--- config.mk ---
export PLATFORM = sky130hd
export DESIGN_NAME = lsu_top
export DESIGN_NICKNAME = d
export VERILOG_FILES = /design/src/verilog/lsu_pkg.sv /design/src/verilog/lsu_bus_pkg.sv /design/src/verilog/lsu_fifo.sv /design/src/verilog/lsu_issue.sv /design/src/verilog/lsu_load_align.sv /design/src/verilog/lsu_top.sv
export VERILOG_INCLUDE_DIRS = /design/src /design/src/verilog
export SDC_FILE = /design/constraint.sdc
export NUM_CORES = 1
export LEC_CHECK = 0
export ABC_AREA = 1
export BUFFER_PORTS_ARGS = -buffer_cell sky130_fd_sc_hd__buf_2
export CORE_MARGIN = 4
export CORE_UTILIZATION = 32
export CTS_CLUSTER_DIAMETER = 40
export DETAILED_ROUTE_END_ITERATION = 8
export GPL_ROUTABILITY_DRIVEN = 0
export GPL_TIMING_DRIVEN = 0
export HOLD_SLACK_MARGIN = 0.1
export PLACE_DENSITY = 0.58
export SETUP_SLACK_MARGIN = 0.1
export SLEW_MARGIN = 40
export SYNTH_ARGS = -nofsm -noshare
export SYNTH_HDL_FRONTEND = slang
export SYNTH_SLANG_ARGS = --single-unit
--- constraint.sdc ---
create_clock -name clk -period 5.6 [get_ports clk]
set_input_delay 0.84 -clock clk [delete_from_list [all_inputs] [get_ports clk]]
set_output_delay 0.84 -clock clk [all_outputs]
set_load 0.02 [all_outputs]
--- src/verilog/lsu_defs.svh ---
/*
 * Depths and field widths shared by the load/store unit.
 * Include this in any file that sizes a queue or a bus field.
 */
`ifndef LSU_DEFS_SVH
`define LSU_DEFS_SVH

// queue depths
`define LSU_REQ_DEPTH 4
`define LSU_TAG_DEPTH 4
`define LSU_STQ_DEPTH 4

// core side widths
`define LSU_COMMIT_ID_W 4
`define LSU_REG_ADDR_W 5
`define LSU_XLEN 32

// bus side widths
`define LSU_BUS_DATA_W 64
`define LSU_BUS_ADDR_W 32

`endif

--- src/verilog/lsu_pkg.sv ---
/*
 * Core-side types of the load/store unit: opcodes, register fields,
 * queued requests and the tags kept for outstanding loads.
 */
`include "lsu_defs.svh"

package lsu_pkg;

    // byte offset inside one bus beat
    localparam int BEAT_OFF_W = $clog2(`LSU_BUS_DATA_W / 8);

    // load encodings follow the RISC-V funct3 values
    typedef enum logic [2:0] {
        MEM_LB    = 3'b000,
        MEM_LH    = 3'b001,
        MEM_LW    = 3'b010,
        MEM_LBU   = 3'b100,
        MEM_LHU   = 3'b101,
        MEM_STORE = 3'b111
    } mem_op_e;

    typedef logic [`LSU_REG_ADDR_W-1:0]  reg_addr_t;
    typedef logic [`LSU_COMMIT_ID_W-1:0] commit_id_t;
    typedef logic [`LSU_XLEN-1:0]        xlen_t;

    typedef struct packed {
        mem_op_e                     op;
        reg_addr_t                   rd;
        commit_id_t                  commit_id;
        logic [`LSU_BUS_ADDR_W-1:0]  addr;
        xlen_t                       wdata;
        logic [`LSU_XLEN/8-1:0]      wmask;
    } lsu_req_t;

    // what the read response needs to finish a load
    typedef struct packed {
        mem_op_e               op;
        reg_addr_t             rd;
        commit_id_t            commit_id;
        logic [BEAT_OFF_W-1:0] addr_lo;
    } load_tag_t;

endpackage

--- src/verilog/lsu_bus_pkg.sv ---
/*
 * Bus-side types of the load/store unit master port.
 * Address, beat data and byte strobes of the read and write channels.
 */
`include "lsu_defs.svh"

package lsu_bus_pkg;

    typedef logic [`LSU_BUS_ADDR_W-1:0] bus_addr_t;

    // one full beat of the data bus
    typedef logic [`LSU_BUS_DATA_W-1:0] bus_data_t;

    // one strobe bit per beat byte
    typedef logic [`LSU_BUS_DATA_W/8-1:0] bus_strb_t;

endpackage

--- src/verilog/lsu_fifo.sv ---
/*
 * Circular queue with an occupancy counter, used for the request,
 * load tag and store data queues. The head is valid while not empty.
 */
module lsu_fifo #(
    parameter int DEPTH = 4,
    parameter int WIDTH = 8
) (
    input  logic             clk,
    input  logic             rst_n,
    input  logic             push_i,
    input  logic [WIDTH-1:0] push_data_i,
    input  logic             pop_i,
    output logic [WIDTH-1:0] head_o,
    output logic             empty_o,
    output logic             full_o
);

    localparam int PTR_W = (DEPTH > 1) ? $clog2(DEPTH) : 1;
    localparam int CNT_W = $clog2(DEPTH + 1);

    logic [WIDTH-1:0] mem [DEPTH];
    logic [PTR_W-1:0] wr_ptr;
    logic [PTR_W-1:0] rd_ptr;
    logic [CNT_W-1:0] count;

    // wrap explicitly so odd depths work too
    function automatic logic [PTR_W-1:0] next_ptr(input logic [PTR_W-1:0] ptr);
        return (ptr == PTR_W'(DEPTH - 1)) ? '0 : ptr + 1'b1;
    endfunction

    always_ff @(posedge clk or negedge rst_n) begin
        if (!rst_n) begin
            wr_ptr <= '0;
            rd_ptr <= '0;
            count  <= '0;
        end else begin
            if (push_i) begin
                wr_ptr <= next_ptr(wr_ptr);
            end
            if (pop_i) begin
                rd_ptr <= next_ptr(rd_ptr);
            end
            // push and pop together leave the count alone
            case ({push_i, pop_i})
                2'b10:   count <= count + 1'b1;
                2'b01:   count <= count - 1'b1;
                default: count <= count;
            endcase
        end
    end

    always_ff @(posedge clk) begin
        if (push_i) begin
            mem[wr_ptr] <= push_data_i;
        end
    end

    assign head_o  = mem[rd_ptr];
    assign empty_o = (count == '0);
    assign full_o  = (count == CNT_W'(DEPTH));

endmodule

--- src/verilog/lsu_issue.sv ---
/*
 * Issue stage of the load/store unit. Offers the request queue head on
 * the read or write address channel and, on the handshake, pops it and
 * files the load tag or the lane-placed store data.
 */
module lsu_issue (
    input  logic                  head_valid_i,
    input  lsu_pkg::lsu_req_t     head_i,
    input  logic                  int_assert_i,
    input  logic                  tag_full_i,
    input  logic                  stq_full_i,
    input  logic                  arready_i,
    input  logic                  awready_i,
    output logic                  head_pop_o,
    output logic                  arvalid_o,
    output lsu_bus_pkg::bus_addr_t araddr_o,
    output logic                  awvalid_o,
    output lsu_bus_pkg::bus_addr_t awaddr_o,
    output logic                  tag_push_o,
    output lsu_pkg::load_tag_t    tag_o,
    output logic                  stq_push_o,
    output lsu_bus_pkg::bus_data_t stq_data_o,
    output lsu_bus_pkg::bus_strb_t stq_strb_o
);

    import lsu_pkg::*;
    import lsu_bus_pkg::*;

    localparam int HALF_STRB_W = $bits(bus_strb_t) / 2;

    logic is_store;
    logic ar_fire;
    logic aw_fire;

    assign is_store = (head_i.op == MEM_STORE);

    // interrupt holds issue, and a full downstream queue blocks the channel
    assign arvalid_o = head_valid_i && !is_store && !int_assert_i && !tag_full_i;
    assign awvalid_o = head_valid_i && is_store && !int_assert_i && !stq_full_i;

    assign araddr_o = head_i.addr;
    assign awaddr_o = head_i.addr;

    assign ar_fire = arvalid_o && arready_i;
    assign aw_fire = awvalid_o && awready_i;

    assign head_pop_o = ar_fire || aw_fire;
    assign tag_push_o = ar_fire;
    assign stq_push_o = aw_fire;

    // only the beat offset is kept for the alignment on return
    always_comb begin
        tag_o.op        = head_i.op;
        tag_o.rd        = head_i.rd;
        tag_o.commit_id = head_i.commit_id;
        tag_o.addr_lo   = head_i.addr[BEAT_OFF_W-1:0];
    end

    // word lane chosen by address bit 2, the other lane is left unstrobed
    always_comb begin
        if (head_i.addr[2]) begin
            stq_data_o = {head_i.wdata, xlen_t'(0)};
            stq_strb_o = {head_i.wmask, {HALF_STRB_W{1'b0}}};
        end else begin
            stq_data_o = {xlen_t'(0), head_i.wdata};
            stq_strb_o = {{HALF_STRB_W{1'b0}}, head_i.wmask};
        end
    end

endmodule

--- src/verilog/lsu_load_align.sv ---
/*
 * Turns a read beat into the register write-back value of a load.
 * The tag supplies the opcode, destination and the byte offset.
 */
`include "lsu_defs.svh"

module lsu_load_align (
    input  lsu_bus_pkg::bus_data_t beat_i,
    input  lsu_pkg::load_tag_t     tag_i,
    output lsu_pkg::xlen_t         wdata_o,
    output lsu_pkg::reg_addr_t     waddr_o,
    output lsu_pkg::commit_id_t    commit_id_o
);

    import lsu_pkg::*;

    xlen_t       word_val;
    logic [7:0]  byte_val;
    logic [15:0] half_val;

    // upper or lower word of the beat
    assign word_val = tag_i.addr_lo[2] ? beat_i[`LSU_BUS_DATA_W-1:`LSU_XLEN]
                                       : beat_i[`LSU_XLEN-1:0];

    always_comb begin
        case (tag_i.addr_lo[1:0])
            2'd0:    byte_val = word_val[7:0];
            2'd1:    byte_val = word_val[15:8];
            2'd2:    byte_val = word_val[23:16];
            default: byte_val = word_val[31:24];
        endcase
    end

    assign half_val = tag_i.addr_lo[1] ? word_val[31:16] : word_val[15:0];

    always_comb begin
        case (tag_i.op)
            MEM_LB:  wdata_o = {{(`LSU_XLEN - 8){byte_val[7]}}, byte_val};
            MEM_LH:  wdata_o = {{(`LSU_XLEN - 16){half_val[15]}}, half_val};
            MEM_LBU: wdata_o = {{(`LSU_XLEN - 8){1'b0}}, byte_val};
            MEM_LHU: wdata_o = {{(`LSU_XLEN - 16){1'b0}}, half_val};
            // lw, stores never carry a tag
            default: wdata_o = word_val;
        endcase
    end

    assign waddr_o     = tag_i.rd;
    assign commit_id_o = tag_i.commit_id;

endmodule

--- src/verilog/lsu_top.sv ---
/*
 * Load/store unit top level. Requests from execute pass through a queue,
 * loads go out on the read channel and return in order to write-back,
 * stores go out on the write address and data channels.
 */
`include "lsu_defs.svh"

module lsu_top (
    input  logic                   clk,
    input  logic                   rst_n,
    // execute stage
    input  logic                   req_mem_i,
    input  lsu_pkg::mem_op_e       mem_op_i,
    input  lsu_pkg::reg_addr_t     rd_addr_i,
    input  lsu_pkg::commit_id_t    commit_id_i,
    input  lsu_bus_pkg::bus_addr_t mem_addr_i,
    input  lsu_pkg::xlen_t         mem_wdata_i,
    input  logic [`LSU_XLEN/8-1:0] mem_wmask_i,
    input  logic                   int_assert_i,
    output logic                   mem_stall_o,
    output logic                   mem_busy_o,
    // register write-back
    output logic                   reg_we_o,
    output lsu_pkg::reg_addr_t     reg_waddr_o,
    output lsu_pkg::xlen_t         reg_wdata_o,
    output lsu_pkg::commit_id_t    commit_id_o,
    // read address and data
    output logic                   arvalid_o,
    input  logic                   arready_i,
    output lsu_bus_pkg::bus_addr_t araddr_o,
    input  logic                   rvalid_i,
    input  lsu_bus_pkg::bus_data_t rdata_i,
    // write address and data
    output logic                   awvalid_o,
    input  logic                   awready_i,
    output lsu_bus_pkg::bus_addr_t awaddr_o,
    output logic                   wvalid_o,
    input  logic                   wready_i,
    output lsu_bus_pkg::bus_data_t wdata_o,
    output lsu_bus_pkg::bus_strb_t wstrb_o
);

    import lsu_pkg::*;
    import lsu_bus_pkg::*;

    localparam int REQ_W = $bits(lsu_req_t);
    localparam int TAG_W = $bits(load_tag_t);
    localparam int STQ_W = $bits(bus_data_t) + $bits(bus_strb_t);

    lsu_req_t   req_in;
    lsu_req_t   req_head;
    logic       req_push;
    logic       req_pop;
    logic       req_empty;
    logic       req_full;

    load_tag_t  tag_in;
    load_tag_t  tag_head;
    logic       tag_push;
    logic       tag_full;

    bus_data_t  stq_data;
    bus_strb_t  stq_strb;
    logic       stq_push;
    logic       stq_pop;
    logic       stq_empty;
    logic       stq_full;

    // a request is refused during an interrupt and held while the queue is full
    assign mem_stall_o = req_mem_i && !int_assert_i && req_full;
    assign req_push    = req_mem_i && !int_assert_i && !req_full;

    always_comb begin
        req_in.op        = mem_op_i;
        req_in.rd        = rd_addr_i;
        req_in.commit_id = commit_id_i;
        req_in.addr      = mem_addr_i;
        req_in.wdata     = mem_wdata_i;
        req_in.wmask     = mem_wmask_i;
    end

    lsu_fifo #(
        .DEPTH (`LSU_REQ_DEPTH),
        .WIDTH (REQ_W)
    ) u_req_q (
        .clk         (clk),
        .rst_n       (rst_n),
        .push_i      (req_push),
        .push_data_i (req_in),
        .pop_i       (req_pop),
        .head_o      (req_head),
        .empty_o     (req_empty),
        .full_o      (req_full)
    );

    lsu_issue u_issue (
        .head_valid_i (!req_empty),
        .head_i       (req_head),
        .int_assert_i (int_assert_i),
        .tag_full_i   (tag_full),
        .stq_full_i   (stq_full),
        .arready_i    (arready_i),
        .awready_i    (awready_i),
        .head_pop_o   (req_pop),
        .arvalid_o    (arvalid_o),
        .araddr_o     (araddr_o),
        .awvalid_o    (awvalid_o),
        .awaddr_o     (awaddr_o),
        .tag_push_o   (tag_push),
        .tag_o        (tag_in),
        .stq_push_o   (stq_push),
        .stq_data_o   (stq_data),
        .stq_strb_o   (stq_strb)
    );

    // responses arrive in order, so each beat retires the oldest tag
    lsu_fifo #(
        .DEPTH (`LSU_TAG_DEPTH),
        .WIDTH (TAG_W)
    ) u_tag_q (
        .clk         (clk),
        .rst_n       (rst_n),
        .push_i      (tag_push),
        .push_data_i (tag_in),
        .pop_i       (rvalid_i),
        .head_o      (tag_head),
        .empty_o     (),
        .full_o      (tag_full)
    );

    // store data waits here for the write data channel
    assign stq_pop = wvalid_o && wready_i;

    lsu_fifo #(
        .DEPTH (`LSU_STQ_DEPTH),
        .WIDTH (STQ_W)
    ) u_stq (
        .clk         (clk),
        .rst_n       (rst_n),
        .push_i      (stq_push),
        .push_data_i ({stq_data, stq_strb}),
        .pop_i       (stq_pop),
        .head_o      ({wdata_o, wstrb_o}),
        .empty_o     (stq_empty),
        .full_o      (stq_full)
    );

    assign wvalid_o = !stq_empty;

    lsu_load_align u_load_align (
        .beat_i      (rdata_i),
        .tag_i       (tag_head),
        .wdata_o     (reg_wdata_o),
        .waddr_o     (reg_waddr_o),
        .commit_id_o (commit_id_o)
    );

    // every beat is taken, rready is tied high on the slave side
    assign reg_we_o = rvalid_i;

    assign mem_busy_o = !req_empty || !stq_empty;

endmodule

# == Word-level counts from Yosys, hierarchy flattened ==
# Memories as Yosys holds them, arrays and structs flattened.
# Cells that the tools add are included.
# classes
add_sub_neg,12
eq_ne,21
muxes,21
n_reduce_logical,28
# ops
cell,n
$pmux W32 S4,1
$mux W64,1
$mux W32,1
$pmux W8 S3,1
$eq A2 B2 Y1 const B,10
$eq A3 B3 Y1 const B,6
$pmux W3 S2,3
$mux W16,1
$add A2 B1 Y2 const B,6
$logic_and A1 B1 Y1,12
$mux W2,6
$add A3 B1 Y3 const B,3
$logic_not A3 Y1,3
$sub A3 B1 Y3 const B,3
$eq A2 B1 Y1 const B,4
$mux W8,1
$logic_not A1 Y1,7
$mux W1,6
$reduce_bool A2 Y1,3
$eq A3 B1 Y1 const B,1
$logic_not A2 Y1,1
$logic_or A1 B1 Y1,2
# totals
ff_bits,21
ramBits,668
inputBits,152
out_inout_bits,183
elab_cells,94
memories,3
# mem_list
name,words,word_bits,read_ports,rd_ports_with_merged_regs,write_ports,line,rtl
u_req_q.mem,4,80,1,0,1,lsu_fifo.sv:22,logic [WIDTH-1:0] mem [DEPTH];
u_stq.mem,4,72,1,0,1,lsu_fifo.sv:22,
u_tag_q.mem,4,15,1,0,1,lsu_fifo.sv:22,

# == Depth between registers and ports, before layout ==
# An unclocked memory read counts as a cell.
# logic_depth
word_depth,10
ltp_mapped,17
ltp_nobuf,16

# == Cells and area by module ==
# Synthesis repeated with hierarchy kept, for this count alone.
# unflattened
hier_cells,2611
area_unflattened_um2,30400.4
# by_module_without_submodules
module,n_inst,cells_each,area_each_um2,seq_area_each_um2
lsu_fifo (u_req_q),1,986,13020.0,9784.4
lsu_fifo (u_stq),1,892,11878.9,8823.5
lsu_fifo (u_tag_q),1,228,2891.5,1976.9
lsu_issue,1,248,1295.0,0.0
lsu_load_align,1,246,1270.0,0.0
lsu_top,1,11,45.0,0.0

# == Worst setup path after synthesis ==
# No wires, ideal clock.
# synth_timing
path_kind,input to register
start,input port req_mem_i
end,memory u_req_q.mem[0][0] (netlist name) (enable)
setup_ps,519
arrival_ps,4694
required_time_ps,5081
path_slack_ps,386
stages,4
n_path_buf,0
path_cell_list,inv_1 nor3_1 inv_1 nor2_1
# synth_via
elab_chain_cells,4
# synth_rtl
item,line,rtl
"start, declared",lsu_top.sv:12,"input logic req_mem_i,"
$logic_and A1 B1 Y1 (2 in series),lsu_top.sv:71,assign req_push = req_mem_i && !int_assert_i && !req_full;
$mux W1,lsu_fifo.sv:54,if (push_i) begin
$mux W1 (implied by the code),lsu_fifo.sv:55,mem[wr_ptr] <= push_data_i;
"end, declared",lsu_fifo.sv:22,
# Every way passes these cells.

==> reports/results.ini <==
[clock_tree]
clock_sinks = 689
clkLatencyLatePin_ns = 0.64
cts.repair.resized = 0
clockBufferDepth = 3
postCtsHoldBufs = 0
post_cts_buffers = 0
cts_root_buf = clkbuf_16
cts_tree = done
h-tree-depth = 3
path_clk_slew_ns = 0.06
cts-buffers-inserted = 89

[die]
die_x_um = 303
boundaryPins = 335
rows = 108
dieArea_mm2 = 0.0921
die_y_um = 303
initial_core_util_pct = 32.2
core_mm2 = 0.0868

[sta]
setup_violations = 0
rsz0062_at_grt = no
min_period_ns = 4.63
relSlewSlack_pct = 49.0
worst_pin_slew_ns = 0.765
hold_viol = 0
fmax_ghz = 0.216
slew_viol_final = 0
whs_ns = 0.219
fin_crit_sh_pct = 82.7
fin_skew_ns = 0.0278

[critical_path]
path_cells = buf_2 -> buf_2 -> clkbuf_1 -> buf_1 -> nor2_1 -> o22ai_1 -> buf_4 -> buf_2
cp_max_fo = 10
worst_ep_arrival_time_ns = 3.79
cp-start-kind = flip-flop
reg2reg_slack_ns = 1.86
crit_slowest_cell = clkbuf_1
slowest_delay_ns = 0.63
critPathRequiredTime_ns = 4.76
worst-r2r-cell-count = 13
crit_family = buffers and inverters
cp-end-kind = primary output
path_class = flip-flop to primary output
reg2reg_to = u_req_q.count[2]
path_common_cell = buf_2
r2r_start = u_req_q.rd_ptr[1]
cp.buffers_inverters = 6

[synthesis]
ys_ff_latch = 689
syn-num-nets = 2337
syn-mean-instance-area_um2 = 12.9
synth_top_area_share_pct = 71.8
syn_area_mm2 = 0.0279
synth_cell_types = 43
yosys_most_used_dff = edfxtp_1
async_reset_ff_share_pct = 3.05
seq_area_frac_synth_pct = 73.7
synth_edf_count = 668
ys_warn_count = 0
synth_largest_area_cell = edfxtp_1
synth_area_leaders = edfxtp_1 (72%), o21ai_0 (4.8%), nor2_1 (4.6%)
synth_cells = 2164

[routing]
routed.top_layer = met5
drt_iter0_markers = 1249
wl_met1_um = 32000
wl_per_cell_um = 19.7
wl_met2_um = 36800
met3_length_um = 5670
postRouteAntennaNets = 0
wirelength_um = 76400
firstDrtPassIters = 7
drc = 0
via_per_inst = 4.78
vias = 18500

[cells_and_area]
layout-drive-gt1-share_pct = 24.7
final_cell_mix = edfxtp_1 (668), buf_2 (352), nor2_1 (331), o21ai_0 (269), nand2_1 (252)
final_common_cell = edfxtp_1
final_core_utilization_pct = 40.5
syn2layout_area_growth_pct = 25.6
layout.nets = 2803

[global_route]
antenna_found_initial = 23
grt_use_total_pct = 16.2
grt_pass1_wl_um = 112000
grt_pass1_vias = 18300
grt_max_degree = 22
grt_overflow = 0

[placed_design]
dp_hpwl_um = 53500
portBuffers = 334

[flow_run]
drv_cap = 0

[status]
status = finished, final reports clean

[power_and_ir_drop]
ir_worst_vdd_mv = 0.393
p_leak_nw = 12.8
pwr_density_cell_mw_per_mm2 = 613

[hold_path]
hp-class = input pin to async pin

[registers in the layout, indices dropped and copies added (netlist names)]
register        count
u_stq.mem         288
u_tag_q.mem        60
u_tag_q.wr_ptr      2
u_req_q.count       3
u_tag_q.count       3
u_req_q.rd_ptr      2
u_stq.rd_ptr        2
u_req_q.mem       320
u_stq.wr_ptr        2
u_req_q.wr_ptr      2
u_stq.count         3
u_tag_q.rd_ptr      2
[synthesized netlist by cell type, types with 4 or more instances]
master    instances
nand3_1          45
buf_4            68
nor2_1          343
o22ai_1         123
buf_1            12
inv_2             7
nor3_1            4
nand2_1         252
o21ai_0         269
inv_1            60
o221ai_1          5
buf_2            18
clkbuf_1         89
xnor2_1           4
ha_1             18
o21ai_1          12
o211ai_1         12
edfxtp_1        668
dfrtp_1          21
a32o_1           36
nand2_2          16
a21oi_1          47
[how the worst max path moves through the flow]
| stage | from | depth (start not counted) | end | slack [ns] |
|---|---|---|---|---|
| final | u_req_q.rd_ptr[0] | 8 | awaddr_o[0] | 0.97 |
| after global routing | u_req_q.rd_ptr[0] | 8 | awaddr_o[0] | 0.79 |
| after CTS | u_req_q.rd_ptr[0] | 8 | awaddr_o[1] | 0.77 |
| after detailed placement | u_req_q.rd_ptr[0] | 8 | araddr_o[1] | 1.44 |
| after global placement | int_assert_i | 4 | u_req_q.mem[0][12] | -3.60 |
| after floorplan | req_mem_i | 4 | u_req_q.mem[0][0] | 0.39 |
[per-stage QoR]
stage	setup WS [ns]	instance area [um^2]	total power [mW]	std cells	TNS [ns]
floorplan	0.386	27900	12.5	2164	0
global placement	-3.60	31100	15.8	3653	-1888.63
detailed placement	1.44	32000	15.9	3694	0
CTS	0.775	35100	21.7	3858	0
global route	0.791	35100	22.7	3860	0
finish	0.970	35100	21.5	3871	0
[cell type report]
type / instances / area (um^2)
buffer: 192 / 1040
timing repair buffer: 375 / 2500
multi-input combinational: 1213 / 6150
clock inverter: 68 / 778
sequential: 689 / 20600
antenna: 13 / 32.5
tap: 1155 / 1450
inverter: 70 / 268
clock buffer: 96 / 2300
fill: 8206 / 51700
[kinds of logic (layout without fill, tap and decap cells)]
logic type               count (synthesis)  after routing  share of synthesized area (%)
adder cells (fa/ha/maj)                 21             21                           1.02
multiplexers                             3              3                          0.107
XOR/XNOR                                 6              6                          0.188
AO/OA/AOI/OAI                          509            509                           10.6
other                                    0             13                              0
flip-flops                             689            689                           73.7
AND/OR/NAND/NOR                        674            674                           9.74
buffers and inverters                  262            801                           4.68
[where the power goes]
part           switching, mW  internal (mW)  total, mW  leakage, nW
registers              0.131           6.68       6.81         6.32
logic                   6.28           2.69       8.96         4.96
clock network           2.25           3.49       5.74         1.48
total                   8.66           12.9       21.5         12.8
[routing by layer]
metal | up-vias | global-route usage, %
li1 | 8798 | -
met1 | 9044 | 20.9
met2 | 524 | 26.8
met3 | 129 | 4.34
met4 | 14 | 4.90
met5 | - | 0
Note: power is estimated with default switching activity, not from simulation.
